$ cat src/verilog/xfer_pkg.sv
// shared types and constants for the data mover
// imported by the CSR block, the sequencer, the storage blocks and the top
`default_nettype none

package xfer_pkg;

   // host operations, encoded as in CTRL bits 1..0
   typedef enum logic [1:0] {
      OP_NONE  = 2'd0,
      OP_FILL  = 2'd1,
      OP_LOAD  = 2'd2,
      OP_STORE = 2'd3
   } xfer_op_e;

   typedef enum logic [1:0] {
      ST_IDLE,
      ST_RUN,    // issuing accesses
      ST_DRAIN   // last trailing write of load/store
   } seq_state_e;

   localparam int RF_AW      = 5;    // 32 entries, also the block size
   localparam int SRAM_AW    = 8;    // 256 words
   localparam int STORE_BASE = 128;  // store blocks land in upper half
   localparam int DATA_W     = 32;   // default word width

   // register map, byte offsets
   localparam logic [11:0] CTRL_OFS      = 12'h000;  // wo: op, block
   localparam logic [11:0] STATUS_OFS    = 12'h004;  // ro: busy, last op
   localparam logic [11:0] PEEK_ADDR_OFS = 12'h008;  // rw
   localparam logic [11:0] PEEK_DATA_OFS = 12'h00C;  // ro
   localparam logic [11:0] RF_WIN_OFS    = 12'h080;  // 32 word window

endpackage

`default_nettype wire

$ cat src/verilog/xfer_sequencer.sv
// transfer sequencer, runs fill, load and store between SRAM and register file
// owns the SRAM port and rf write/read1 ports, host peeks get the SRAM when idle
`timescale 1ns/1ns
`default_nettype none

module xfer_sequencer
   import xfer_pkg::*;
(
   input  logic               clk,
   input  logic               rst,
   input  logic               cmd_valid,
   input  xfer_op_e           cmd_op,
   input  logic [1:0]         cmd_block,
   input  logic               peek_req,
   input  logic [SRAM_AW-1:0] peek_addr,
   input  logic [DATA_W-1:0]  sram_rdata,
   input  logic [DATA_W-1:0]  rf_rdata1,
   output logic               busy,
   output logic               irq,
   output logic               peek_valid,
   output logic [DATA_W-1:0]  peek_data,
   output logic               sram_en,
   output logic               sram_we,
   output logic [SRAM_AW-1:0] sram_addr,
   output logic [DATA_W-1:0]  sram_wdata,
   output logic               rf_wen,
   output logic [RF_AW-1:0]   rf_waddr,
   output logic [DATA_W-1:0]  rf_wdata,
   output logic               rf_re1,
   output logic [RF_AW-1:0]   rf_raddr1
);

   seq_state_e         state;
   xfer_op_e           op;
   logic [1:0]         blk;
   logic [SRAM_AW-1:0] cnt;        // word counter, 8 bits for fill
   logic               wr_pend;    // read in flight, its write is due now
   logic [RF_AW-1:0]   wr_idx;     // block offset of that write
   logic               peek_pend;
   logic [SRAM_AW-1:0] pk_addr;
   logic               serve;      // peek read this cycle
   logic               run;
   logic [SRAM_AW-1:0] ld_addr;
   logic [SRAM_AW-1:0] st_addr;

   assign run     = (state == ST_RUN);
   assign busy    = (state != ST_IDLE);
   assign serve   = peek_pend && (state == ST_IDLE);
   assign ld_addr = SRAM_AW'({blk, cnt[RF_AW-1:0]});                  // 32*b + i
   assign st_addr = SRAM_AW'(STORE_BASE) + SRAM_AW'({blk, wr_idx});  // wraps mod 256

   always_ff @(posedge clk) begin
      if (!rst) begin
         state      <= ST_IDLE;
         op         <= OP_NONE;
         blk        <= '0;
         cnt        <= '0;
         irq        <= 1'b0;
         wr_pend    <= 1'b0;
         peek_pend  <= 1'b0;
         peek_valid <= 1'b0;
      end else begin
         irq        <= 1'b0;
         wr_pend    <= run && (op != OP_FILL);
         peek_valid <= serve;                 // sram data lands next cycle
         if (serve)
            peek_pend <= 1'b0;
         if (peek_req)
            peek_pend <= 1'b1;
         case (state)
            ST_IDLE: begin
               if (cmd_valid) begin
                  state <= ST_RUN;
                  op    <= cmd_op;
                  blk   <= cmd_block;
                  cnt   <= '0;
               end
            end
            ST_RUN: begin
               cnt <= cnt + 1'b1;
               if (op == OP_FILL && cnt == '1) begin
                  state <= ST_IDLE;           // no trailing write for fill
                  irq   <= 1'b1;
               end else if (op != OP_FILL && cnt[RF_AW-1:0] == '1)
                  state <= ST_DRAIN;
            end
            ST_DRAIN: begin
               state <= ST_IDLE;
               irq   <= 1'b1;
            end
            default: state <= ST_IDLE;
         endcase
      end
   end

   // payload, no reset
   always_ff @(posedge clk) begin
      wr_idx <= cnt[RF_AW-1:0];
      if (peek_req)
         pk_addr <= peek_addr;
   end

   assign peek_data = sram_rdata;

   // register file side
   assign rf_re1    = run && (op == OP_STORE);
   assign rf_raddr1 = cnt[RF_AW-1:0];
   assign rf_wen    = wr_pend && (op == OP_LOAD);
   assign rf_waddr  = wr_idx;
   assign rf_wdata  = sram_rdata;

   // SRAM port mux, transfers own it while busy
   always_comb begin
      sram_en    = 1'b0;
      sram_we    = 1'b0;
      sram_addr  = pk_addr;
      sram_wdata = rf_rdata1;
      if (run && op == OP_FILL) begin
         sram_en    = 1'b1;
         sram_we    = 1'b1;
         sram_addr  = cnt;
         sram_wdata = ~{{(DATA_W-SRAM_AW){1'b0}}, cnt};   // inverse of address
      end else if (run && op == OP_LOAD) begin
         sram_en   = 1'b1;
         sram_addr = ld_addr;
      end else if (wr_pend && op == OP_STORE) begin
         sram_en   = 1'b1;
         sram_we   = 1'b1;
         sram_addr = st_addr;
      end else if (serve)
         sram_en = 1'b1;       // peek read at pk_addr
   end

endmodule

`default_nettype wire

$ cat config.mk
export PLATFORM = sky130hd
export DESIGN_NAME = xfer_sequencer
export DESIGN_NICKNAME = d
export VERILOG_FILES = /design/src/verilog/xfer_pkg.sv /design/src/verilog/xfer_sequencer.sv
export SDC_FILE = /design/constraint.sdc
export NUM_CORES = 1
export LEC_CHECK = 0
export ABC_AREA = 1
export ABC_CLOCK_PERIOD_IN_PS = 1500
export BUFFER_PORTS_ARGS = -buffer_cell sky130_fd_sc_hd__buf_2
export CAP_MARGIN = 20
export CORE_MARGIN = 2
export CORE_UTILIZATION = 39
export CTS_BUF_LIST = sky130_fd_sc_hd__clkbuf_4 sky130_fd_sc_hd__clkbuf_8
export CTS_CLUSTER_DIAMETER = 80
export CTS_CLUSTER_SIZE = 25
export DETAILED_ROUTE_END_ITERATION = 8
export PLACE_DENSITY = 0.88
export SLEW_MARGIN = 5
export SYNTH_ARGS = -nofsm -noshare
export SYNTH_HDL_FRONTEND = slang
export SYNTH_SLANG_ARGS = --single-unit
$ cat constraint.sdc
create_clock -name clk -period 1.5 [get_ports clk]
set_input_delay 0.075 -clock clk [delete_from_list [all_inputs] [get_ports clk]]
set_output_delay 0.075 -clock clk [all_outputs]
set_load 0.01 [all_outputs]
==> flow_summary.json <==
{
  "outcome": "complete, but fails checks",
  "violations": "setup timing",
  "gp_congestion": 0.926,
  "critPathMaxStageDelay_ps": 350,
  "htreeDepth": 2,
  "wire_per_inst_um": 19.1,
  "cts_made_buffers": 5,
  "finalCriticalPeriod_ps": 1580,
  "critPathTopFamily": "buffers and inverters",
  "synth_top_area_cell": "buf_4",
  "post-synth-top-count-cell": "buf_4",
  "drt-total-wl_mm": 8.19,
  "design.core.area_mm2": 0.00551,
  "drive_gt1_frac": 0.520,
  "hpwlAfterDp_mm": 6.46,
  "r2r_start": "state[0]$_SDFFE_PN0P_",
  "rsz0062_at_grt": "true",
  "clock_latency_ps": 290,
  "fin_crit_sh": 1.05,
  "fin_nets": 441,
  "grt_max_degree": 30,
  "route.detailed.drc": 0,
  "drtPass1Iterations": 4,
  "path_buf_inv": 4,
  "grt_antenna_before_repair": 1,
  "slowest_stage": "dfxtp_4",
  "cts_tree": "built",
  "leakage_nw": 1.36,
  "worst_slack_ps": -78.6,
  "relSlewSlack": 0.762,
  "avgViaCountPerCell": 5.07,
  "synth_seq_cells": 31,
  "grt_overflow": 0,
  "via_count": 2171,
  "pin_count": 201,
  "hold_slack_ps": 39.7,
  "path_depth": 7,
  "grt_pass1_wl_mm": 11.6,
  "dieArea_mm2": 0.00631,
  "final.setup.tns_ps": -1410,
  "hold_class": "input pin to register",
  "utilization": 0.504,
  "antenna_cells": 0,
  "die_x_um": 79.4,
  "worst_clock_skew_ps": 8.52,
  "syn_to_final_growth_pct": 25.2,
  "ys_warn_count": 0,
  "cts_buffer_depth": 2,
  "required_ps": 1420,
  "critical_path_arrival_ps": 1500,
  "synth_nets": 379,
  "synth_ff_type": "dfxtp_1",
  "max_clock_freq_mhz": 633,
  "worstMarginPinSlew_ps": 357,
  "r2r-end": "cnt[6]$_SDFFE_PN0P_",
  "synth_top_area_share": 0.234,
  "die_h_um": 79.4,
  "cap_violations": 0,
  "async_flop_share": 0,
  "critPathCaptureType": "output pin",
  "p_per_area_mw_per_mm2": 857,
  "setup_viol": 34,
  "ant_nets": 0,
  "yosysSeqAreaShare": 0.316,
  "clock_sinks": 31,
  "clockRootBuffer": "clkbuf_8",
  "synth_edf_count": 8,
  "vdd_ir_drop_max_mv": 0.719,
  "syn_area_mm2": 0.00222,
  "reg2reg_depth": 8,
  "grt_pass1_vias": 2200,
  "synth_cell_types": 29,
  "maxSlewViolCount": 0,
  "initial_utilization": 0.403,
  "clk_pin_slew_ps": 60,
  "drtIter0Drc": 74,
  "critPathLaunchType": "register",
  "netlist_instances": 293,
  "fp-row-count": 27,
  "cp_max_fo": 18,
  "critPathKind": "register to output pin",
  "critPathLaunch": "op[1]$_SDFFE_PN0P_",
  "hold_viol": 0,
  "worstSetupEndpoint": "sram_wdata[1]",
  "synth_area_per_cell_um2": 7.57,
  "synthTopCellsByArea": "buf_4 (23%), dfxtp_1 (21%), edfxtp_1 (11%)",
  "crit_path_cell_trace": "inv_2 > nand2_4 > inv_2 > nand2_4 > buf_6 > o21ai_1 > buf_2",
  "yosys-top-cells-count": "buf_4 (69), nand2_1 (38), inv_1 (25)",
  "reg2reg_slack_ps": -20,
  "grt.total_usage": 0.248,
  "portBuffers": 104
}
## cell families after synthesis
family / Yosys count / synth area share
DFF: 31 / 0.316
AOI/OAI and AO/OA: 44 / 0.111
and+or+nand+nor: 106 / 0.230
adders and majority gates: 6 / 0.0338
buffers and inverters: 105 / 0.306
xor gates and xnor gates: 1 / 0.00395
## report_power, final
part | total [mW] | internal (mW) | switching [mW]
clock network | 0.696 | 0.383 | 0.312
registers | 0.944 | 0.911 | 0.0331
logic | 0.739 | 0.331 | 0.408
## cells in the final DEF, fill, tap and decap left out, types with 4 or more instances in the layout
master	synthesis	layout
a21oi_1	15	10
a21oi_2	0	5
buf_2	2	104
buf_4	69	14
buf_6	3	5
clkbuf_8	0	5
dfxtp_1	23	19
dlygate4sd3_1	0	8
edfxtp_1	8	8
inv_1	25	20
inv_2	4	7
nand2_1	38	37
nand2_4	2	4
nand3_1	9	7
nor2_1	22	21
o21ai_0	18	11
o21ai_1	1	7
or2_1	10	10
or2_2	14	14
## worst reg2reg max path, delay by kind of cell, from the launching register on
| family | cells | cell delay (ps) |
|---|---|---|
| compound gates | 1 | 210 |
| fa+ha+maj | 1 | 190 |
| buf+inv | 3 | 290 |
| flops | 1 | 370 |
| simple gates | 3 | 360 |
## per-stage QoR
step                instance area (µm²)  worst slack [ps]  power [mW]  cells
global placement                   2360             -29.5        1.56    407
floorplan                          2220               101        1.46    293
global route                       2780              -135        2.47    428
finish                             2780             -78.6        2.38    428
detailed placement                 2360             -60.8        1.57    407
CTS                                2670             -74.0        2.34    428
## state kept, by name, summed over array words and instances (netlist names)
signal and count:
peek_pend 1, state 2, op 2, rf_waddr 5, blk 2, peek_valid 1, wr_pend 1, pk_addr 8
irq 1, cnt 8
## how the worst min path moves through the flow
| stage | from | endpoint | cells past startpoint |
|---|---|---|---|
| 4_1_cts | cmd_block[1] | blk[1]$_SDFFE_PN0P_ | 3 |
| 3_3_place_gp | sram_rdata[3] | rf_wdata[3] | 0 |
| 5_1_grt | cmd_block[1] | blk[1]$_SDFFE_PN0P_ | 3 |
| 3_5_place_dp | sram_rdata[3] | rf_wdata[3] | 0 |
| 2_1_floorplan | peek_addr[0] | pk_addr[0]$_DFFE_PP_ | 0 |
| 6_report | cmd_block[1] | blk[1]$_SDFFE_PN0P_ | 3 |
## area by class of cell
cell class	count	area (µm²)
Clock buffer	8	91.3
Multi-Input combinational cell	157	1010
Tap cell	72	90.1
Sequential cell	31	708
Fill cell	524	2730
Timing Repair Buffer	131	762
Inverter	29	119
## layer usage
layer,routed length (µm),global-route usage,vias to the layer above
met5,44,0.0455,-
met4,149,0.0897,4
met3,1100,0.133,17
met2,3900,0.418,182
met1,3000,0.259,982
li1,-,-,986
## timing repair
action,in CTS,in global routing
hold endpoints to repair,8,0
setup buffers,5,0
cloned,0,0
pin swaps,4,7
hold buffers,8,0
endpoints found under the setup margin,49,52
gates resized for setup,33,25
Note: power is estimated with default switching activity, not from simulation.
