File: config.mk
export PLATFORM = sky130hd
export DESIGN_NAME = xfer_csr
export DESIGN_NICKNAME = d
export VERILOG_FILES = /design/src/verilog/xfer_pkg.sv /design/src/verilog/xfer_csr.sv
export SDC_FILE = /design/constraint.sdc
export NUM_CORES = 1
export LEC_CHECK = 0
export BUFFER_PORTS_ARGS = -buffer_cell sky130_fd_sc_hd__buf_2
export CAP_MARGIN = 0
export CORE_ASPECT_RATIO = 0.8
export CORE_MARGIN = 2
export CORE_UTILIZATION = 35
export DETAILED_ROUTE_END_ITERATION = 10
export PLACE_DENSITY = 0.83
export SLEW_MARGIN = 40
export SYNTH_ARGS = -nofsm -noshare
export SYNTH_HDL_FRONTEND = slang
export SYNTH_SLANG_ARGS = --single-unit
File: constraint.sdc
create_clock -name clk -period 12.64 [get_ports clk]
set_clock_uncertainty 0.2 [all_clocks]
set_input_delay 2.528 -clock clk [delete_from_list [all_inputs] [get_ports clk]]
set_output_delay 2.528 -clock clk [all_outputs]
set_load 0.03 [all_outputs]
File: src/verilog/xfer_pkg.sv
// shared types and constants for the data mover
// imported by the CSR block, the sequencer, the storage blocks and the top
`default_nettype none

package xfer_pkg;

   // host operations, encoded as in CTRL bits 1..0
   typedef enum logic [1:0] {
      OP_NONE  = 2'd0,
      OP_FILL  = 2'd1,
      OP_LOAD  = 2'd2,
      OP_STORE = 2'd3
   } xfer_op_e;

   typedef enum logic [1:0] {
      ST_IDLE,
      ST_RUN,    // issuing accesses
      ST_DRAIN   // last trailing write of load/store
   } seq_state_e;

   localparam int RF_AW      = 5;    // 32 entries, also the block size
   localparam int SRAM_AW    = 8;    // 256 words
   localparam int STORE_BASE = 128;  // store blocks land in upper half
   localparam int DATA_W     = 32;   // default word width

   // register map, byte offsets
   localparam logic [11:0] CTRL_OFS      = 12'h000;  // wo: op, block
   localparam logic [11:0] STATUS_OFS    = 12'h004;  // ro: busy, last op
   localparam logic [11:0] PEEK_ADDR_OFS = 12'h008;  // rw
   localparam logic [11:0] PEEK_DATA_OFS = 12'h00C;  // ro
   localparam logic [11:0] RF_WIN_OFS    = 12'h080;  // 32 word window

endpackage

`default_nettype wire

File: src/verilog/xfer_csr.sv
// AXI4-Lite register block of the data mover
// turns CTRL writes into sequencer commands and serves status, peek and
// register file window reads; one read and one write in flight at a time
`timescale 1ns/1ns
`default_nettype none

module xfer_csr
   import xfer_pkg::*;
(
   input  logic               clk,
   input  logic               rst,
   input  logic               s_awvalid,
   output logic               s_awready,
   input  logic [11:0]        s_awaddr,
   input  logic               s_wvalid,
   output logic               s_wready,
   input  logic [31:0]        s_wdata,
   input  logic [3:0]         s_wstrb,     // ignored, full word writes only
   output logic               s_bvalid,
   input  logic               s_bready,
   output logic [1:0]         s_bresp,
   input  logic               s_arvalid,
   output logic               s_arready,
   input  logic [11:0]        s_araddr,
   output logic               s_rvalid,
   input  logic               s_rready,
   output logic [31:0]        s_rdata,
   output logic [1:0]         s_rresp,
   output logic               cmd_valid,
   output xfer_op_e           cmd_op,
   output logic [1:0]         cmd_block,
   output logic               peek_req,
   output logic [SRAM_AW-1:0] peek_addr,
   output logic               re0,
   output logic [RF_AW-1:0]   raddr0,
   input  logic               busy,
   input  logic               peek_valid,
   input  logic [DATA_W-1:0]  peek_data,
   input  logic [DATA_W-1:0]  rdata0
);

   localparam logic [1:0] RESP_OKAY   = 2'b00;
   localparam logic [1:0] RESP_SLVERR = 2'b10;

   typedef enum logic [1:0] {RD_IDLE, RD_WAIT, RD_RESP} rd_state_e;

   rd_state_e rd_state;
   logic      aw_rdy;        // shared awready/wready pulse
   logic      ar_rdy;
   logic      wr_hs;
   logic      rd_hs;
   logic      wr_ctrl;
   logic      wr_peek_addr;
   logic      ctrl_ok;
   logic      rd_status;
   logic      rd_peek_addr;
   logic      rd_peek_data;
   logic      rd_win;
   logic      wait_rf;       // 1: waiting on reg file, 0: on peek
   xfer_op_e  ctrl_op;
   xfer_op_e  last_op;

   // write side, address and data taken together
   assign s_awready    = aw_rdy;
   assign s_wready     = aw_rdy;
   assign wr_hs        = aw_rdy & s_awvalid & s_wvalid;
   assign wr_ctrl      = (s_awaddr == CTRL_OFS);
   assign wr_peek_addr = (s_awaddr == PEEK_ADDR_OFS);
   assign ctrl_op      = xfer_op_e'(s_wdata[1:0]);
   assign ctrl_ok      = wr_ctrl && (ctrl_op != OP_NONE) && !busy;  // only busy check
   assign cmd_valid    = wr_hs & ctrl_ok;
   assign cmd_op       = ctrl_op;
   assign cmd_block    = s_wdata[3:2];

   always_ff @(posedge clk) begin
      if (!rst) begin
         aw_rdy    <= 1'b0;
         s_bvalid  <= 1'b0;
         last_op   <= OP_NONE;
         peek_addr <= '0;
      end else begin
         // no new write while a response waits on bready
         aw_rdy <= !aw_rdy && s_awvalid && s_wvalid && !s_bvalid;
         if (wr_hs)
            s_bvalid <= 1'b1;
         else if (s_bready)
            s_bvalid <= 1'b0;
         if (cmd_valid)
            last_op <= ctrl_op;
         if (wr_hs && wr_peek_addr)
            peek_addr <= s_wdata[SRAM_AW-1:0];
      end
   end

   always_ff @(posedge clk) begin
      if (wr_hs)
         s_bresp <= (ctrl_ok || wr_peek_addr) ? RESP_OKAY : RESP_SLVERR;
   end

   // read side decode
   assign s_arready    = ar_rdy;
   assign s_rvalid     = (rd_state == RD_RESP);
   assign rd_hs        = ar_rdy & s_arvalid;
   assign rd_status    = (s_araddr == STATUS_OFS);
   assign rd_peek_addr = (s_araddr == PEEK_ADDR_OFS);
   assign rd_peek_data = (s_araddr == PEEK_DATA_OFS);
   assign rd_win       = (s_araddr[11:7] == RF_WIN_OFS[11:7]) && (s_araddr[1:0] == 2'b00);
   assign re0          = rd_hs & rd_win;          // data back next cycle
   assign raddr0       = s_araddr[RF_AW+1:2];
   assign peek_req     = rd_hs & rd_peek_data;

   always_ff @(posedge clk) begin
      if (!rst) begin
         rd_state <= RD_IDLE;
         ar_rdy   <= 1'b0;
         wait_rf  <= 1'b0;
      end else begin
         ar_rdy <= (rd_state == RD_IDLE) && s_arvalid && !ar_rdy;
         case (rd_state)
            RD_IDLE: begin
               if (rd_hs) begin
                  wait_rf  <= rd_win;
                  rd_state <= (rd_win || rd_peek_data) ? RD_WAIT : RD_RESP;
               end
            end
            RD_WAIT: begin
               if (wait_rf || peek_valid)   // rf is fixed latency, peek is not
                  rd_state <= RD_RESP;
            end
            RD_RESP: begin
               if (s_rready)
                  rd_state <= RD_IDLE;
            end
            default: rd_state <= RD_IDLE;
         endcase
      end
   end

   // read data and response
   always_ff @(posedge clk) begin
      if (rd_hs) begin
         s_rresp <= RESP_OKAY;
         if (rd_status)
            s_rdata <= {28'd0, last_op, 1'b0, busy};
         else if (rd_peek_addr)
            s_rdata <= {{(32-SRAM_AW){1'b0}}, peek_addr};
         else if (!(rd_win || rd_peek_data)) begin
            s_rdata <= '0;            // unmapped
            s_rresp <= RESP_SLVERR;
         end
      end else if (rd_state == RD_WAIT) begin
         if (wait_rf)
            s_rdata <= rdata0;
         else if (peek_valid)
            s_rdata <= peek_data;
      end
   end

endmodule

`default_nettype wire

==> results of run 1 <==
## worst max-delay path: cells and delay by family
kind	cells	cell delay (ps)
buffers and inverters	3	690
and+or+nand+nor	3	640
## kinds of logic after synthesis
group / synth area share
AND/OR/NAND/NOR: 0.163
flip-flops: 0.533
multiplexers: 0.167
buffers and inverters: 0.0626
AO/OA/AOI/OAI: 0.0735
other: 0.00149
## power by group through the flow
stage | Sequential [mW] | Combinational [mW] | Clock (mW)
after global placement | 0.184 | 0.0494 | 0
after floorplan | 0.191 | 0.0206 | 0
after detailed placement | 0.184 | 0.0508 | 0
after global routing | 0.181 | 0.0546 | 0.143
after CTS | 0.180 | 0.0509 | 0.138
final | 0.180 | 0.0501 | 0.134
## cell type report
cell class | instances | area, um2
Inverter | 3 | 12.5
Clock inverter | 3 | 68.8
Timing Repair Buffer | 164 | 823
Multi-Input combinational cell | 147 | 1040
Fill cell | 622 | 3460
Sequential cell | 50 | 1350
Tap cell | 87 | 109
Clock buffer | 5 | 68.8
## how the worst min path moves through the flow
stage                      end  slack, ps        from  depth (start not counted)
CTS                  s_awready        260    s_bvalid                          1
global placement     s_awready        220    s_bvalid                          1
finish               s_awready        250    s_bvalid                          1
detailed placement   s_awready        240    s_bvalid                          1
global route         s_awready        290    s_bvalid                          1
floorplan           last_op[0]        230  last_op[0]                          2
## cells in the final DEF, fill, tap and decap left out, types with 2 or more instances in the layout
master	count
o22ai_1	3
edfxtp_1	34
clkbuf_8	5
o21ai_0	5
conb_1	2
nor4_1	2
a21oi_1	2
bufinv_16	2
nand2_1	23
buf_2	163
dfxtp_1	15
mux2i_1	42
inv_1	2
nor2b_1	5
nor3_1	2
nand4_1	2
nor2_1	31
o2bb2ai_1	5
and3_1	2
a22oi_1	4
nor4_4	3
o21a_1	2
## sequential cells by signal (all words and copies together), names as in the netlist
register,flops
rd_state,2
s_rresp,1
last_op,2
s_arready,1
s_bresp,1
s_awready,1
s_bvalid,1
wait_rf,1
peek_addr,8
s_rdata,32
## metal layers
metal / vias up / routed length [um] / GRT usage
met5: - / 0 / 0
met4: 0 / 104 / 0.0521
met3: 12 / 512 / 0.0429
met2: 92 / 3410 / 0.285
met1: 1018 / 2610 / 0.182
li1: 1089 / - / -
==> impl_results.md, run 1 <==
* Status: completed
* RSZ-0062 raised after global routing: no
* Crit path top cell by count: buf_2
* Crit path required time at 9910 ps
* Maximum vdd drop at 0.0600 mV
* Clk_lat worst skew at 300 ps
* Starting Density at 0.364
* Critical setup path kind: input pin to output port
* GR Util All Layers at 0.158
* Final Util at 0.500
* Ys flop type: edfxtp_1
* Hold Violations, Final at 0
* Area growth from synthesis to layout at 37.6%
* Crit. End Element: output port
* Final #Nets at 504
* IO Count at 194
* Total net switching power at 0.0859 mW
* H-tree depth at 2
* Setup bufs post-CTS at 0
* Hold Crit Class: flop to flop
* Logic gate share of total power at 0.137
* Lkg Pwr at 1.56 nW
* Fin crit period at 6600 ps
* Synth area leader: edfxtp_1
* Cells after synthesis at 223
* CTS Hold Buffers Added at 0
* Post-place setup slack at 5960 ps
* Total of max-cap violations at 0
* Top cells by area, synth: edfxtp_1 (41%), mux2i_1 (17%), dfxtp_1 (13%), nor2_1 (4.6%), buf_4 (3.6%)
* Most numerous cell in the Yosys netlist: mux2i_1
* Pin count of the biggest net entering global routing at 37
* Mapped cell area at 2520 um2
* Worst Max-Slew Pin Slew at 608 ps
* Post-cts sizing count at 0
* Avg Inst Size Synth at 11.3 um2
* Total negative setup slack at 0 ps
* Vias after detailed routing at 2211
* Crit-path max FO at 36
* R2r setup slk at 10420 ps
* Core area at 6930 um2
* Tcrit/Tclk final at 0.522
* Die area at 7900 um2
* CTS max path bufs at 2
* Share of the synthesized area in the top cell type at 0.405
* Residual DRC count at 0
* Sequence of cells on the critical path: buf_2 -> nand2_1 -> clkinv_2 -> nand4_1 -> nor2_1 -> buf_2
* Critical Path Sink: peek_req
* Critical R2R Capture: s_rdata[1]
* Slew Viols, Final at 0
* Routed vias/inst at 4.82
* Post-Route WL at 6630 um
* EDFF count, synth at 34
* Post-DRT Antenna Nets at 0
* Warning count from the yosys run at 0
* Register area share after synthesis at 0.533
* Seq cells post-synth at 50
* RR Startpoint: s_arready
* Fin Hold WS at 247 ps
* Post-synth top cells: mux2i_1 (42), edfxtp_1 (34), nor2_1 (31)
* Final Instance Area at 3460 um2
* Iter 0 DRT Violations at 58
* Num CTS Buffers at 5
* Pwr per Cell Area at 105 nW/um2
* N_diodes at 0
* Slowest-stage cell, CP: clkinv_2
* Wire length per cell at 14.4 um
* Drt pass-1 iters at 4
* Vias in the first global route at 2120
* Layout cell share with drive strength beyond 1 at 0.487
* Int Power at 0.279 mW
* Register-to-Register Path Depth at 5
* Dpl hpwl at 5190 um
* Arr. time, crit path at 3870 ps
* Crit start category: input pin
* Worst-path clk slew at 100 ps
* Clk network pwr share at 0.368
* Relative slew slack at 0.594
* Register share of total power at 0.494
* Asr flop ratio synth at 0
* Crit path launch: s_arvalid
* Initial antenna violation count at 0
* # rows at 27
* Grt ovf at 0
* Die height at 79.9 um
* Sw Share at 0.236
* Synth unique cells at 37
* Crit path setup slack, layout at 6040 ps
* TritonCTS sink count at 50
* Cell Count, Final, Fillers Out at 459
* Final setup vio count at 0
* Placed Instance Area at 3330 um2
* CTS tree: done
* Root buf cell: clkbuf_8
* Port buffer count at 163
* First-pass GRT wire length at 9830 um
* FMAX at 0.152 GHz
* Die W at 98.8 um
* RD Place Congestion at 0.745
* Slowest stage delay, CP at 410 ps
* Total power at 0.364 mW
* Placed insts at 451
(Power assumes the default switching activity.)
==> run 2: changes to the inputs <==
--- a/config.mk
+++ b/config.mk
@@ -5,13 +5,14 @@
 export SDC_FILE = /design/constraint.sdc
 export NUM_CORES = 1
 export LEC_CHECK = 0
+export ABC_AREA = 1
 export BUFFER_PORTS_ARGS = -buffer_cell sky130_fd_sc_hd__buf_2
 export CAP_MARGIN = 0
 export CORE_ASPECT_RATIO = 0.8
 export CORE_MARGIN = 2
 export CORE_UTILIZATION = 35
 export DETAILED_ROUTE_END_ITERATION = 10
-export PLACE_DENSITY = 0.83
+export PLACE_DENSITY = 0.82
 export SLEW_MARGIN = 40
 export SYNTH_ARGS = -nofsm -noshare
 export SYNTH_HDL_FRONTEND = slang
==> constraint.sdc (replaced) <==
create_clock -name clk -period 6.64 [get_ports clk]
set_clock_uncertainty 0.2 [all_clocks]
set_input_delay 1.328 -clock clk [delete_from_list [all_inputs] [get_ports clk]]
set_output_delay 1.328 -clock clk [all_outputs]
set_load 0.03 [all_outputs]
==> impl_results.md, run 2 <==
* Placed insts at 559 (+24%)
* Asr flop ratio synth at 0 (unchanged)
* Die W at 101 um (+2.4%)
* FMAX at 0.264 GHz
* IO Count at 194 (unchanged)
* GR Util met2 at 0.296 (+0.0109)
* Lkg Pwr at 1.76 nW (+13%)
* Seq cells post-synth at 50 (unchanged)
* Crit path required time at 5110 ps (-4800 ps)
* Ys flop type: edfxtp_1
* Setup bufs post-CTS at 0 (unchanged)
* Die height at 81.8 um (+2.4%)
* Fin crit period at 3790 ps
* Post-synth top cells: nor2_1 (102), nand2_1 (50), edfxtp_1 (34), o21ai_0 (34), inv_1 (25)
* Synth area leader: edfxtp_1
* Residual DRC count at 0 (unchanged)
* Cell Count, Final, Fillers Out at 567 (+24%)
* Placed Instance Area at 3440 um2 (+3.5%)
* Final Instance Area at 3520 um2 (+1.7%)
* Total of max-cap violations at 0 (unchanged)
* Dpl hpwl at 5410 um (+4.2%)
* Relative slew slack at 0.611 (+0.0167)
* Mapped cell area at 2650 um2 (+5.1%)
* Worst-path clk slew at 90 ps (about the same)
* N_diodes at 0 (unchanged)
* Post-Route WL at 7000 um (+5.5%)
* Initial antenna violation count at 0 (unchanged)
* Top cells by area, synth: edfxtp_1 (39%), nor2_1 (14%), dfxtp_1 (12%), nand2_1 (7.1%), o21ai_0 (6.4%)
* # rows at 28 (+3.7%)
* Core area at 7360 um2 (+6.2%)
* Max FFs per register at 32 (unchanged)
* Pwr per Cell Area at 251 nW/um2 (+140%)
* Critical setup path kind: input pin to output port
* CTS tree: done
* GR Layer Usage met3 at 0.0323 (-0.0106)
* RD Place Congestion at 0.813 (+9.0%)
* Share of the synthesized area in the top cell type at 0.386 (-0.0195)
* Most numerous cell in the Yosys netlist: nor2_1
* Root buf cell: clkbuf_8
* First-pass GRT wire length at 10500 um (+7.1%)
* Crit. End Element: output port
* Global routing's busiest layer: met2
* Pin count of the biggest net entering global routing at 36 (-2.7%)
* Post-cts sizing count at 0 (unchanged)
* Status: completed
* Grt ovf at 0 (unchanged)
* Vias after detailed routing at 2626 (+19%)
* Register area share after synthesis at 0.507 (-0.0257)
* Wire length per cell at 12.3 um (-15%)
* Drt pass-1 iters at 4 (unchanged)
* Total power at 0.884 mW (+140%)
* Worst Max-Slew Pin Slew at 581 ps (-27.1 ps)
* Cells after synthesis at 329 (+48%)
* Post-DRT Antenna Nets at 0 (unchanged)
* GR Util All Layers at 0.163 (+0.00440)
* Grt met1 use at 0.193 (+0.0108)
* Port buffer count at 163 (unchanged)
* Final setup vio count at 0 (unchanged)
* CTS max path bufs at 2 (unchanged)
* Commonest cells after routing, fill and taps aside: buf_2 (163), nor2_1 (102), nand2_1 (49)
* Area growth from synthesis to layout at 33.2%
* Clk_lat worst skew at 290 ps (about the same)
* RSZ-0062 raised after global routing: no
* Synth unique cells at 28 (-24%)
* Crit-path max FO at 8 (-78%)
* Vias in the first global route at 2375 (+12%)
* EDFF count, synth at 34 (unchanged)
* Slew Viols, Final at 0 (unchanged)
* Top reg by flops: s_rdata
* Die area at 8280 um2 (+4.8%)
* Routed vias/inst at 4.63 (-3.9%)
* Layout cell share with drive strength beyond 1 at 0.403 (-0.0840)
* TritonCTS sink count at 50 (unchanged)
* Tcrit/Tclk final at 0.571
* Largest registers: s_rdata x32, peek_addr x8
* Fin Hold WS at 280 ps (+33.3 ps)
* Warning count from the yosys run at 0 (unchanged)
* Hold Violations, Final at 0 (unchanged)
* Crit start category: input pin
* Total negative setup slack at 0 ps (unchanged)
* Avg Inst Size Synth at 8.04 um2 (-29%)
* Starting Density at 0.360 (-0.00399)
* Final #Nets at 609 (+21%)
* Most common cell after layout, fill and taps aside: buf_2
* Maximum vdd drop at 0.0987 mV (+65%)
* CTS Hold Buffers Added at 0 (unchanged)
* Hold Crit Class: flop to flop
* Iter 0 DRT Violations at 74 (+28%)
* Arr. time, crit path at 2260 ps (-1610 ps)
* Num CTS Buffers at 5 (unchanged)
* H-tree depth at 2 (unchanged)
-- run 2: cell types whose count changed in the layout (fill, tap and decap cells not counted), moves of 9 or more --
cell and change:
nand2_1 +26, inv_1 +22, nand3_1 +9, mux2i_1 -42
nor2_1 +71, o21ai_0 +29
-- run 2: worst paths after layout --
path / cells after the start / endpoint / start / slack (ps)
worst min-delay path: 1 / s_arready / s_arready / 280
worst min register to register: 1 / s_arready / s_arready / 280
worst max register to register: 5 / s_rdata[7] / s_arready / 3950
worst max-delay path: 7 / peek_req / s_araddr[9] / 2850
-- run 2: cell families (layout without fill, tap and decap cells) --
| family | Yosys count | in the layout | synth area share |
|---|---|---|---|
| AOI/OAI and AO/OA | 44 | 44 | 0.0879 |
| other | 1 | 2 | 0.00142 |
| DFF | 50 | 50 | 0.507 |
| buffers and inverters | 51 | 198 | 0.100 |
| and+or+nand+nor | 183 | 183 | 0.304 |
-- run 2: critical path, stage by stage --
cell     delay [ps]
buf_2           100
nor2_2          130
nand2_2          90
nor2_4          180
nand2_1         110
nor2_1          100
buf_2           210
-- run 2: power by group --
| part | switching (mW) | leakage [nW] | internal, mW |
|---|---|---|---|
| Combinational | 0.214 | 1.28 | 0.0899 |
| Sequential | 0.0123 | 0.442 | 0.396 |
| Clock | 0.0982 | 0.0426 | 0.0728 |
| Total | 0.325 | 1.76 | 0.559 |
-- run 2: stage by stage --
| stage | utilization | worst slack, ps |
|---|---|---|
| 2_1_floorplan | - | 2600 |
| 3_3_place_gp | 0.466 | 2330 |
| 3_5_place_dp | 0.468 | 2830 |
| 4_1_cts | 0.479 | 2830 |
| 5_1_grt | 0.479 | 2760 |
| 6_report | 0.479 | 2850 |
-- run 2: metal layers --
metal,part of all wire,vias up
met4,0.011,0
li1,-,1336
met3,0.067,7
met2,0.50,111
met5,0,-
met1,0.42,1172
-- run 2: cell type report --
class                           instances  area [um2]
Clock buffer                            6        72.6
Clock inverter                          2        8.76
Fill cell                             703        3830
Inverter                               25        93.8
Multi-Input combinational cell        229        1060
Sequential cell                        50        1340
Tap cell                               90         113
Timing Repair Buffer                  165         838
